### config.mk
export PLATFORM = sky130hd
export DESIGN_NAME = conv_pad_top
export DESIGN_NICKNAME = d
export VERILOG_FILES = /design/src/pad_pkg.sv /design/src/conv_pad_top.sv /design/src/credit_fifo.sv /design/src/pad_filter.sv /design/src/psum_combiner.sv
export VERILOG_INCLUDE_DIRS = /design/src
export SDC_FILE = /design/constraint.sdc
export NUM_CORES = 1
export LEC_CHECK = 0
export ABC_CLOCK_PERIOD_IN_PS = 5300
export BUFFER_PORTS_ARGS = -buffer_cell sky130_fd_sc_hd__buf_2
export CAP_MARGIN = 30
export CORE_ASPECT_RATIO = 0.8
export CORE_UTILIZATION = 42
export DETAILED_ROUTE_END_ITERATION = 8
export HOLD_SLACK_MARGIN = 0.02
export SLEW_MARGIN = 40
export SYNTH_ARGS = -nofsm -noshare
export SYNTH_HDL_FRONTEND = slang
export SYNTH_SLANG_ARGS = --single-unit
### constraint.sdc
create_clock -name aclk -period 5.3 [get_ports aclk]
set_clock_uncertainty 0.15 [all_clocks]
set_input_delay 0.53 -clock aclk [delete_from_list [all_inputs] [get_ports aclk]]
set_output_delay 0.53 -clock aclk [all_outputs]
set_load 0.1 [all_outputs]
### src/pad_defines.svh
`ifndef PAD_DEFINES_SVH
`define PAD_DEFINES_SVH

// Geometry of the datapath row

`define PAD_MEMBERS        8    // Number of parallel datapaths in one row
`define PAD_KERNEL_W_MAX   7    // Largest odd kernel width the lookup logic is built for
`define PAD_KW_BITS        3    // Width of the kernel width code in the side-band

// Word widths

`define PAD_DATA_W         16   // Signed partial sum delivered by each datapath
`define PAD_SUM_W          17   // Signed merged sum, one guard bit for the neighbour add

// Flow control

`define PAD_CREDITS        4    // FIFO depth and the starting credit count on both sides

`endif

### src/pad_pkg.sv
`include "pad_defines.svh"

package pad_pkg;

    // One signed partial sum as it leaves a datapath
    typedef logic signed [`PAD_DATA_W-1:0] pad_psum_t;

    // One signed merged sum after the neighbour add
    typedef logic signed [`PAD_SUM_W-1:0] pad_sum_t;

    // Side-band that travels with every beat
    typedef struct packed {
        logic                    is_config;  // Configuration beat, passes with the full mask open
        logic                    cin_last;   // Last input channel of the current column
        logic                    cols_1_k2;  // Rises k/2 columns before the last column
        logic [`PAD_KW_BITS-1:0] kernel_w;   // Odd kernel width, 1 means no padding
    } pad_user_t;

    // Beat from the datapath row into the padding stage
    typedef struct packed {
        pad_user_t                      user;   // Shared side-band of the row
        pad_psum_t [`PAD_MEMBERS-1:0]   psum;   // One partial sum per datapath
    } pad_in_beat_t;

    // Beat from the padding stage towards the sink
    typedef struct packed {
        pad_sum_t [`PAD_MEMBERS-1:0]    sum;        // Merged sums, zero where keep is clear
        logic     [`PAD_MEMBERS-1:0]    keep;       // Copy of the full mask
        logic     [`PAD_MEMBERS-1:0]    left_col;   // First output column flags
        logic     [`PAD_MEMBERS-1:0]    right_col;  // Last output column flags
    } pad_out_beat_t;

endpackage

### src/conv_pad_top.sv
`timescale 1ns/1ps
`include "pad_defines.svh"

module conv_pad_top
    import pad_pkg::*;
(
    input  logic           aclk,
    input  logic           reset,
    input  logic           in_valid,
    input  pad_in_beat_t   in_beat,
    output logic           in_credit,
    output logic           out_valid,
    output pad_out_beat_t  out_beat,
    input  logic           out_credit
);
    pad_user_t [`PAD_MEMBERS-1:0] user_rep;                // Same side-band on every datapath
    logic      [`PAD_MEMBERS-1:0] mask_full;
    logic      [`PAD_MEMBERS-1:0] mask_partial;
    logic      [`PAD_MEMBERS-1:0] is_left_col;
    logic      [`PAD_MEMBERS-1:0] is_right_col;
    logic                         valid_q;                 // Registered beat is ready for the FIFO
    pad_out_beat_t                beat_q;

    assign user_rep = {`PAD_MEMBERS{in_beat.user}};

    pad_filter u_filter (
        .aclk         (aclk),
        .reset        (reset),
        .valid        (in_valid),
        .user         (user_rep),
        .mask_full    (mask_full),
        .mask_partial (mask_partial),
        .is_left_col  (is_left_col),
        .is_right_col (is_right_col)
    );

    psum_combiner u_combiner (
        .aclk         (aclk),
        .reset        (reset),
        .valid        (in_valid),
        .beat         (in_beat),
        .mask_full    (mask_full),
        .mask_partial (mask_partial),
        .is_left_col  (is_left_col),
        .is_right_col (is_right_col),
        .valid_q      (valid_q),
        .beat_q       (beat_q)
    );

    credit_fifo #(
        .item_t (pad_out_beat_t)
    ) u_fifo (
        .aclk       (aclk),
        .reset      (reset),
        .push       (valid_q),
        .push_item  (beat_q),
        .in_credit  (in_credit),
        .out_valid  (out_valid),
        .out_item   (out_beat),
        .out_credit (out_credit)
    );

endmodule

### src/credit_fifo.sv
`timescale 1ns/1ps
`include "pad_defines.svh"

module credit_fifo
    import pad_pkg::*;
#(
    parameter type item_t = pad_out_beat_t
)(
    input  logic   aclk,
    input  logic   reset,
    input  logic   push,
    input  item_t  push_item,
    output logic   in_credit,
    output logic   out_valid,
    output item_t  out_item,
    input  logic   out_credit
);
    localparam int DEPTH = `PAD_CREDITS;
    localparam int PTR_W = (DEPTH > 1) ? $clog2(DEPTH) : 1;
    localparam int CNT_W = $clog2(DEPTH + 1);

    item_t            mem [DEPTH];                         // Circular storage for the beats
    logic [PTR_W-1:0] wr_ptr;
    logic [PTR_W-1:0] rd_ptr;
    logic [CNT_W-1:0] fill;                                // Entries held right now
    logic [CNT_W-1:0] spent;                               // Output credits used and not returned
    logic             empty;
    logic             full;
    logic             has_credit;
    logic             pop;

    assign empty      = (fill == '0);
    assign full       = (fill == CNT_W'(DEPTH));
    assign has_credit = (spent != CNT_W'(DEPTH));          // Sink still has room downstream
    assign pop        = !empty && has_credit;

    assign out_valid  = pop;                               // Each pop is one beat to the sink
    assign in_credit  = pop;                               // Freed entry goes back upstream
    assign out_item   = mem[rd_ptr];

    always_ff @(posedge aclk) begin
        if (push) begin
            mem[wr_ptr] <= push_item;
        end
    end

    always_ff @(posedge aclk) begin
        if (reset) begin
            wr_ptr <= '0;
            rd_ptr <= '0;
            fill   <= '0;
            spent  <= '0;
        end else begin
            if (push) begin
                wr_ptr <= (wr_ptr == PTR_W'(DEPTH - 1)) ? '0 : wr_ptr + 1'b1;
            end
            if (pop) begin
                rd_ptr <= (rd_ptr == PTR_W'(DEPTH - 1)) ? '0 : rd_ptr + 1'b1;
            end
            fill  <= fill + CNT_W'(push) - CNT_W'(pop);
            spent <= spent + CNT_W'(pop) - CNT_W'(out_credit);  // Sink returns one per cycle
        end
    end

    // Upstream credits cover every free entry, so a push never meets a full buffer
    a_no_overflow : assert property (@(posedge aclk) disable iff (reset)
        push |-> !full)
        else $error("credit_fifo push while full");

    // A returned credit must match one that was spent earlier
    a_credit_bound : assert property (@(posedge aclk) disable iff (reset)
        out_credit |-> (spent != '0) || pop)
        else $error("credit_fifo output credits above the limit");

endmodule

### src/pad_filter.sv
`timescale 1ns/1ps
`include "pad_defines.svh"

module pad_filter
    import pad_pkg::*;
(
    input  logic                             aclk,
    input  logic                             reset,
    input  logic                             valid,
    input  pad_user_t [`PAD_MEMBERS-1:0]     user,
    output logic      [`PAD_MEMBERS-1:0]     mask_full,
    output logic      [`PAD_MEMBERS-1:0]     mask_partial,
    output logic      [`PAD_MEMBERS-1:0]     is_left_col,
    output logic      [`PAD_MEMBERS-1:0]     is_right_col
);
    localparam int MEMBERS  = `PAD_MEMBERS;
    localparam int KW2_MAX  = `PAD_KERNEL_W_MAX / 2;   // Largest r for kw = 2r+1
    localparam int KW2_BITS = `PAD_KW_BITS - 1;

    logic [KW2_BITS-1:0] kw2       [MEMBERS];          // Selects the lookup table per datapath
    logic [KW2_MAX:0]    col_end   [MEMBERS];          // End taps with tap 0 tied low
    logic [KW2_MAX:0]    col_start [MEMBERS];          // Start taps with tap 0 tied low
    logic [KW2_MAX:0]    lut_full  [MEMBERS];          // Full mask for every kernel width
    logic [KW2_MAX:0]    lut_stop  [MEMBERS-1:1];      // Partial block for every kernel width

    // Column tracking per datapath

    for (genvar m = 0; m < MEMBERS; m++) begin : g_col
        logic [KW2_MAX:1] end_q;     // Delayed copies of cols_1_k2
        logic [KW2_MAX:1] start_q;   // Continues the end chain into the next row
        logic             left_q;    // Delayed start tap marks the left output column
        logic             step;      // Column boundary seen on this datapath

        assign kw2[m]       = user[m].kernel_w[`PAD_KW_BITS-1:1];  // Halved width, 7 gives 3
        assign step         = valid && user[m].cin_last;            // Advance once per column
        assign col_end[m]   = {end_q, 1'b0};
        assign col_start[m] = {start_q, 1'b0};

        always_ff @(posedge aclk) begin
            if (reset) begin
                end_q   <= '0;                             // No row end pending after reset
                start_q <= KW2_MAX'(1);                    // First column counts as a row start
                left_q  <= 1'b1;                           // First column is a left column
            end else if (step) begin
                end_q[1]   <= user[m].cols_1_k2;           // New end marker enters tap 1
                start_q[1] <= col_end[m][kw2[m]];          // Row end of this kernel starts a row
                for (int k = 2; k <= KW2_MAX; k++) begin
                    end_q[k]   <= end_q[k-1];
                    start_q[k] <= start_q[k-1];
                end
                left_q <= col_start[m][kw2[m]];            // Output starts k/2 columns late
            end
        end

        // Width 1 has no edges, so both flags stay low for it
        assign is_left_col[m]  = left_q && (kw2[m] != '0);
        assign is_right_col[m] = (m == kw2[m]) && col_end[m][kw2[m]];

        a_kernel_odd : assert property (@(posedge aclk) disable iff (reset)
            valid |-> user[m].kernel_w[0])
            else $error("pad_filter even kernel width on datapath %0d", m);
    end

    // Full mask lookup

    for (genvar m = 0; m < MEMBERS; m++) begin : g_full
        assign lut_full[m][0] = 1'b1;                      // Width 1 keeps every datapath

        for (genvar r = 1; r <= KW2_MAX; r++) begin : g_kw
            localparam int KW     = 2 * r + 1;
            localparam int POS    = m % KW;                // Position inside the kernel group
            localparam bit UNUSED = m >= (MEMBERS / KW) * KW;

            logic start_cols;
            logic mid_open;
            logic last_open;

            assign start_cols = |col_start[m][r:1];        // Inside the first k/2 columns
            assign mid_open   = (POS == KW - 1) && !start_cols;   // Complete group in the middle
            assign last_open  = col_end[m][r] && (POS >= r) && !UNUSED;  // Padded tail at row end
            assign lut_full[m][r] = mid_open || last_open;
        end

        assign mask_full[m] = lut_full[m][kw2[m]] || user[m].is_config;
    end

    // Partial mask lookup

    assign mask_partial[0] = 1'b0;                         // Datapath 0 has no left neighbour

    for (genvar m = 1; m < MEMBERS; m++) begin : g_part
        assign lut_stop[m][0] = 1'b0;                      // Width 1 leaves the partial mask open

        for (genvar r = 1; r <= KW2_MAX; r++) begin : g_kw
            localparam int KW     = 2 * r + 1;
            localparam int POS    = m % KW;
            localparam bit UNUSED = m >= (MEMBERS / KW) * KW;

            logic end_partial;

            if (POS > r) begin : g_tail
                assign end_partial = col_end[m][r];        // Only the last column cuts this chain
            end else begin : g_tri
                assign end_partial = |col_end[m][r:POS];   // Triangle of cuts near the row end
            end

            assign lut_stop[m][r] = end_partial || UNUSED;
        end

        assign mask_partial[m] = !lut_stop[m][kw2[m]];
    end

endmodule

### src/psum_combiner.sv
`timescale 1ns/1ps
`include "pad_defines.svh"

module psum_combiner
    import pad_pkg::*;
(
    input  logic                         aclk,
    input  logic                         reset,
    input  logic                         valid,
    input  pad_in_beat_t                 beat,
    input  logic [`PAD_MEMBERS-1:0]      mask_full,
    input  logic [`PAD_MEMBERS-1:0]      mask_partial,
    input  logic [`PAD_MEMBERS-1:0]      is_left_col,
    input  logic [`PAD_MEMBERS-1:0]      is_right_col,
    output logic                         valid_q,
    output pad_out_beat_t                beat_q
);
    localparam int MEMBERS = `PAD_MEMBERS;
    localparam int DATA_W  = `PAD_DATA_W;
    localparam int SUM_W   = `PAD_SUM_W;

    pad_sum_t [MEMBERS-1:0] sum_d;                         // Masked sums before the register

    // Neighbour merge per datapath

    for (genvar m = 0; m < MEMBERS; m++) begin : g_sum
        logic signed [DATA_W-1:0] own_w;                   // This datapath's partial sum
        logic signed [DATA_W-1:0] nbr_w;                   // Left neighbour or zero
        logic signed [SUM_W-1:0]  sum_full;                // Merged value before the keep mask

        assign own_w = beat.psum[m];

        if (m == 0) begin : g_first
            assign nbr_w = '0;                             // Nothing lies left of datapath 0
        end else begin : g_next
            assign nbr_w = mask_partial[m] ? beat.psum[m-1] : '0;
        end

        // Both operands are signed, so they are sign extended to the sum width
        assign sum_full = own_w + nbr_w;
        assign sum_d[m] = mask_full[m] ? sum_full : '0;    // Closed datapaths emit zero
    end

    // Output pipeline register

    always_ff @(posedge aclk) begin
        if (reset) begin
            valid_q <= 1'b0;
        end else begin
            valid_q <= valid;                              // One cycle behind the input beat
        end
    end

    always_ff @(posedge aclk) begin
        if (valid) begin
            beat_q.sum       <= sum_d;
            beat_q.keep      <= mask_full;                 // Sink uses keep to drop padding words
            beat_q.left_col  <= is_left_col;
            beat_q.right_col <= is_right_col;
        end
    end

    // The filter must never ask datapath 0 to borrow from a missing neighbour
    a_no_partial_zero : assert property (@(posedge aclk) disable iff (reset)
        valid |-> !mask_partial[0])
        else $error("psum_combiner partial mask set on datapath 0");

endmodule

==> metrics, run 1 <==
CTS Sinks=around 760; Routed WL=80800 µm; Rows=between 90 and 100; DR WL/cell=23.3 µm; Top FF cell, synth=edfxtp_1; Total GRT Usage=0.203; Max Cap Viol=0; Worst Path Required=5.63 ns; Slowest Stage Delay on Critical Path=0.48 ns; Via density=5.40; R2R Setup Slk=~1.6 ns; Initial Util=0.428; Max VDD drop=0.465 mV; Post-synth EDFFs=~740; share of cells above drive strength 1=0.250; post-route setup TNS=0 ns; hold path start=in_beat[2]; Gate Count Post-Synth=2036; Worst R2R Start=u_filter.g_col[6].end_q[3]; CTS tree=done; total number of vias=around 19k; die area=between 0.08 and 0.09 mm²; Leak=between 10 and 15 nW; post-synth top area share=0.664; Slew Viols, Final=0; cells along the critical path=and3_1 > or2_2 > a21oi_1 > buf_4 > and2_1 > ha_1 > fa_1 > a211oi_1 > o21ai_0 > a31oi_1 > o21ai_0 > a21oi_1 > mux2i_1; register area share after synthesis=0.676; Root Driver=clkbuf_16; top cells by count, synth=edfxtp_1, mux4_2, and2_1, nor2_1, ha_1; Pre-antenna DRT Iters=5; largest net degree at the start of global routing=90; top post-synthesis cells by area=edfxtp_1, mux4_2, ha_1, and2_1, nor2_1; largest area contributor in the netlist=edfxtp_1; Clk pin slew, worst setup/hold paths=roughly 0.060 ns; clock latency on the worst-skew pair=0.64 ns; Synthesis Warnings=0; hold crit path type=primary input to flop; FF+latch count, synth=755; Area growth syn-to-layout=16.2%; Final Hold Vio Count=0; Critical Path Source Type=flop; critical path class=flop to flop; Die Y=254 µm; final worst-path cycle share=0.702; highest clock rate=269 MHz; die width=317 µm; Layout Utilization=0.497; Pint=11.9 mW; ys async rst share=0; power density over cell area=540 mW/mm²; Syn Area/Cell=16.3 µm²; Detailed Place HPWL=56300 µm; sequential fraction of design power=0.347; deepest clock path buffer count=3; WHS Endpoint=u_combiner.beat_q[26]; Final Hold Slack=0.0740 ns; DR iter-0 viols=approximately 1.4k; CP endpoint kind=flop; Netlist cell types=72; NetSw=between 9 and 10 mW; Reg-to-Reg End=u_combiner.beat_q[72]; most frequent cell after synthesis=edfxtp_1; Clock power frac=0.253; R2R depth=13; GR Overflow Total=0; RePlAce Congestion=approximately 0.86; min Tclk post-route=about 3.7 ns; antenna violations before repair=14; first-pass GRT wire length=120000 µm; status=completed; Gate power share=0.399; CP Max Fanout=16; RSZ-0062 raised after global routing=false; I/O pin cnt=300; post-route ant nets=0; switch share=0.432; highest-delay cell along the critical path=fa_1; Hold Crit Depth=2; crit path DAT=slightly above 4 ns; setup violation total in the final timing report=0; Residual DRC=0; core area=0.0778 mm²; Final #Nets=between 2k and 3k; vias in the first global route=19.1k; Synth Cell Area=about 0.033 mm²; htree depth=3; Inserted Clock Buffers=76; Tightest Pin Transition=between 0.7 and 0.8 ns; crit path launch=u_filter.g_col[6].end_q[3]; slew margin rel.=0.476; Port Buffers=about 290
layer usage:
layer  share of wire  wire (µm)  up-vias  GRT usage
met3           0.064       5160      133     0.0488
met2            0.46      36800      495      0.309
met5         0.00031         25        -          0
li1                -          -     8658          -
met4           0.029       2310        4     0.0646
met1            0.45      36500     9405      0.287
critical path: cells and delay by family (launching register included):
kind | cells | cell delay (ns)
flops | 1 | 0.45
simple gates | 3 | 0.53
fa+ha+maj | 2 | 0.70
buf+inv | 1 | 0.18
mux | 1 | 0.20
compound gates | 6 | 1.34
worst max path at each step:
stage               slack, ns  depth (start not counted)                     end
floorplan                0.72                          3        u_fifo.mem[0][0]
global placement         1.04                         13  u_combiner.beat_q[108]
detailed placement       1.22                         14  u_combiner.beat_q[102]
CTS                      1.57                         13   u_combiner.beat_q[72]
global route             1.30                         14   u_combiner.beat_q[72]
finish                   1.58                         13   u_combiner.beat_q[72]
repair_timing:
action,CTS,global route
resized for setup,0,0
buffers inserted,0,0
hold buffers,14,0
endpoints found under the hold margin,15,0
sequential cells by signal, summed over array words and instances, names as in the netlist, named ones only:
signal,flops
u_filter.g_col.end_q,3
u_fifo.fill,3
u_filter.g_col.start_q,3
u_filter.g_col.left_q,1
u_combiner.valid_q,1
u_fifo.rd_ptr,2
u_fifo.spent,3
u_combiner.beat_q,147
u_fifo.mem,588
u_fifo.wr_ptr,2
per-stage QoR:
| stage | area, µm² | power (mW) | instances | setup WS (ns) |
|---|---|---|---|---|
| floorplan | 33300 | 14.3 | 2040 | 0.720 |
| global placement | 36000 | 15.7 | 3304 | 1.04 |
| detailed placement | 36000 | 15.8 | 3306 | 1.22 |
| CTS | 38600 | 21.1 | 3456 | 1.57 |
| global route | 38600 | 21.6 | 3458 | 1.30 |
| finish | 38600 | 20.9 | 3463 | 1.58 |
final cells by class:
| cell class | instances | area (µm²) |
|---|---|---|
| Fill cell | 6546 | 39100 |
| Sequential cell | 755 | 22500 |
| Multi-Input combinational cell | 1159 | 10300 |
| Clock buffer | 94 | 2040 |
| Timing Repair Buffer | 341 | 2010 |
| Tap cell | 1023 | 1280 |
| Clock inverter | 42 | 403 |
| Inverter | 42 | 158 |
| Antenna cell | 7 | 17.5 |
cells by family after synthesis:
| family | after synthesis | share of synthesized area |
|---|---|---|
| other | 1 | 0.000113 |
| DFF | 755 | 0.676 |
| muxes | 154 | 0.102 |
| adders and majority gates | 130 | 0.0509 |
| xor gates and xnor gates | 71 | 0.0187 |
| and+or+nand+nor | 490 | 0.0753 |
| buffers and inverters | 126 | 0.0170 |
| AOI/OAI and AO/OA | 309 | 0.0606 |
cells in the final DEF, fill, tap and decap left out, types with 10 or more instances in the layout:
master	instances
ha_1	121
dfxtp_1	18
nor3_1	34
buf_4	20
a31oi_1	14
nand2_1	78
xor2_1	27
clkinv_1	16
dlygate4sd3_1	14
nand3_1	21
mux4_2	147
buf_12	11
o21a_1	18
edfxtp_1	735
a211oi_1	18
nor2_1	131
nor2b_1	27
o21ai_0	54
o211ai_1	12
clkbuf_1	13
nand4_1	13
and3_1	10
inv_1	42
a21oi_1	95
and2_1	132
clkbuf_16	78
xnor2_1	44
buf_2	293
a21o_1	31
power groups by stage:
| stage | registers (mW) | logic, mW | clock network (mW) |
|---|---|---|---|
| after floorplan | 7.21 | 7.08 | 0 |
| after global placement | 7.41 | 8.32 | 0 |
| after detailed placement | 7.40 | 8.40 | 0 |
| after CTS | 7.27 | 8.43 | 5.43 |
| after global routing | 7.31 | 8.70 | 5.64 |
| final | 7.26 | 8.34 | 5.29 |
No activity file was read; power rests on OpenSTA's default activity.
==> inputs of run 2 (changes only) <==
--- a/config.mk
+++ b/config.mk
@@ -6,7 +6,7 @@
 export SDC_FILE = /design/constraint.sdc
 export NUM_CORES = 1
 export LEC_CHECK = 0
-export ABC_CLOCK_PERIOD_IN_PS = 5300
+export ABC_CLOCK_PERIOD_IN_PS = 3500
 export BUFFER_PORTS_ARGS = -buffer_cell sky130_fd_sc_hd__buf_2
 export CAP_MARGIN = 30
 export CORE_ASPECT_RATIO = 0.8
==> constraint.sdc (replaced) <==
create_clock -name aclk -period 3.5 [get_ports aclk]
set_clock_uncertainty 0.15 [all_clocks]
set_input_delay 0.35 -clock aclk [delete_from_list [all_inputs] [get_ports aclk]]
set_output_delay 0.35 -clock aclk [all_outputs]
set_load 0.1 [all_outputs]
==> metrics, run 2 (same netlist as run 1, synthesis figures left out) <==
GR Overflow Total=0; Pre-antenna DRT Iters=5; DR WL/cell=between 20 and 25 µm; final worst-path cycle share=0.940; max reg flops=588; Via density=between 5 and 6; Inserted Clock Buffers=78; vias in the first global route=19.6k; clock latency on the worst-skew pair=around 0.63 ns; status=completed; Largest regs=u_fifo.mem: 588 flops, u_combiner.beat_q: 147 flops; most frequent cells in the layout=edfxtp_1, buf_2, mux4_2; crit path launch=u_filter.g_col[6].end_q[3]; deepest clock path buffer count=3; crit path DAT=approximately 3.5 ns; Final Hold Vio Count=0; register area=approximately 0.022 mm²; Residual DRC=0; R2R Setup Slk=between 0.2 and 0.25 ns; Final #Nets=2773; Max VDD drop=1.16 mV; post-route ant nets=0; min Tclk post-route=3.29 ns; Routed WL=82300 µm; worst setup path end=u_combiner.beat_q[53]; Max Cap Viol=0; Area growth syn-to-layout=19.9%; Top reg by flops=u_fifo.mem; CTS Sinks=roughly 760; Port Buffers=slightly below 300; share of cells above drive strength 1=0.287; core area=between 0.07 and 0.08 mm²; Layout Utilization=0.513; setup violation total in the final timing report=0; Total GRT Usage=0.205; hold crit path type=primary input to flop; power density over cell area=805 mW/mm²; Critical Path Source Type=flop; CTS tree=done; antenna violations before repair=6; CP Max Fanout=11; die area=0.0803 mm²; Rows=91; Die Y=254 µm; Root Driver=clkbuf_16; Reg-to-Reg End=u_combiner.beat_q[53]; Worst Path Required=about 3.7 ns; first-pass GRT wire length=121000 µm; htree depth=3; I/O pin cnt=300; Leak=14.3 nW; Detailed Place HPWL=58400 µm; highest clock rate=just over 300 MHz; total number of vias=19.5k; Setup Buffers After CTS=0; filler instances=6429; multi-input logic area=0.0103 mm²; slew margin rel.=0.547; CP endpoint kind=flop; commonest non-fill, non-tap cell in the layout=edfxtp_1; Worst R2R Start=u_filter.g_col[6].end_q[3]; DR iter-0 viols=approximately 1.7k; Initial Util=0.428; Clk pin slew, worst setup/hold paths=0.06 ns; RePlAce Congestion=0.899; critical path class=flop to flop; die width=317 µm; post-route setup TNS=0 ns; Tightest Pin Transition=0.679 ns; largest net degree at the start of global routing=73; R2R depth=14; Slew Viols, Final=0
## run 2: changes by cell type in the layout (fill, tap and decap cells not counted), moves of 3 or more
| cell | change |
|---|---|
| buf_4 | +107 |
| dlygate4sd3_1 | +15 |
| buf_12 | +8 |
| clkinv_2 | +6 |
| a211oi_1 | -4 |
| a211oi_2 | +4 |
| bufinv_16 | +4 |
| clkbuf_8 | -4 |
| clkbuf_16 | +3 |
## run 2: where the power goes
group | switching [mW] | total (mW) | internal (mW)
combinational | 9.89 | 12.9 | 3.02
clock | 3.41 | 8.32 | 4.91
sequential | 0.322 | 10.9 | 10.6
total | 13.6 | 32.1 | 18.5
## run 2: worst min path at each step
stage	slack, ns	to	depth (start not counted)	from
finish	0.06	u_combiner.beat_q[41]	3	in_beat[16]
floorplan	0.28	u_filter.g_col[6].left_q	1	u_filter.g_col[6].left_q
CTS	0.02	u_combiner.beat_q[41]	3	in_beat[16]
global route	0.03	u_combiner.beat_q[75]	3	in_beat[48]
detailed placement	0.32	u_filter.g_col[6].left_q	1	u_filter.g_col[6].left_q
global placement	0.31	u_filter.g_col[6].left_q	1	u_filter.g_col[6].left_q
## run 2: worst max-delay path, stage by stage, from the launching register on
cell and delay, ns:
dfxtp_1 0.34, buf_4 0.14, nand2_1 0.06, nand2_1 0.08, a22oi_2 0.10, buf_12 0.17
and2_1 0.16, ha_1 0.21, fa_1 0.41, a21o_1 0.22, a221oi_2 0.34, o21bai_2 0.16
a211oi_2 0.26, xor2_1 0.17, nor2_1 0.05
## run 2: area by class of cell
cell class	count	area share
inverter	42	0.00395
multi-input combinational	1159	0.258
clock buffer	96	0.0522
timing repair buffer	469	0.0778
clock inverter	47	0.0120
tap	1023	0.0321
antenna	8	0.000502
sequential	755	0.563
## run 2: through the flow
step / worst slack, ns / cell area (µm²) / hold WS (ns) / power, mW / cells
final: 0.208 / 39900 / 0.0636 / 32.1 / 3599
after global routing: -0.0211 / 39900 / 0.0338 / 33.2 / 3592
after CTS: 0.0725 / 39800 / 0.0209 / 32.4 / 3591
after detailed placement: -0.273 / 37000 / 0.320 / 24.1 / 3419
after global placement: -0.248 / 37000 / 0.315 / 24.0 / 3419
after floorplan: 0.127 / 33300 / 0.277 / 21.6 / 2040
## run 2: per-layer routing
| layer | GRT usage | vias up | share of wire |
|---|---|---|---|
| li1 | - | 8923 | - |
| met1 | 0.294 | 9919 | 0.44 |
| met2 | 0.320 | 576 | 0.47 |
| met3 | 0.0406 | 114 | 0.067 |
| met4 | 0.0560 | 2 | 0.022 |
| met5 | 0 | - | 0.000097 |
## run 2: timing repair
item,in CTS,in global routing
setup endpoints to repair,0,15
gates resized for setup,0,10
hold endpoints to repair,56,0
hold buffers,29,0
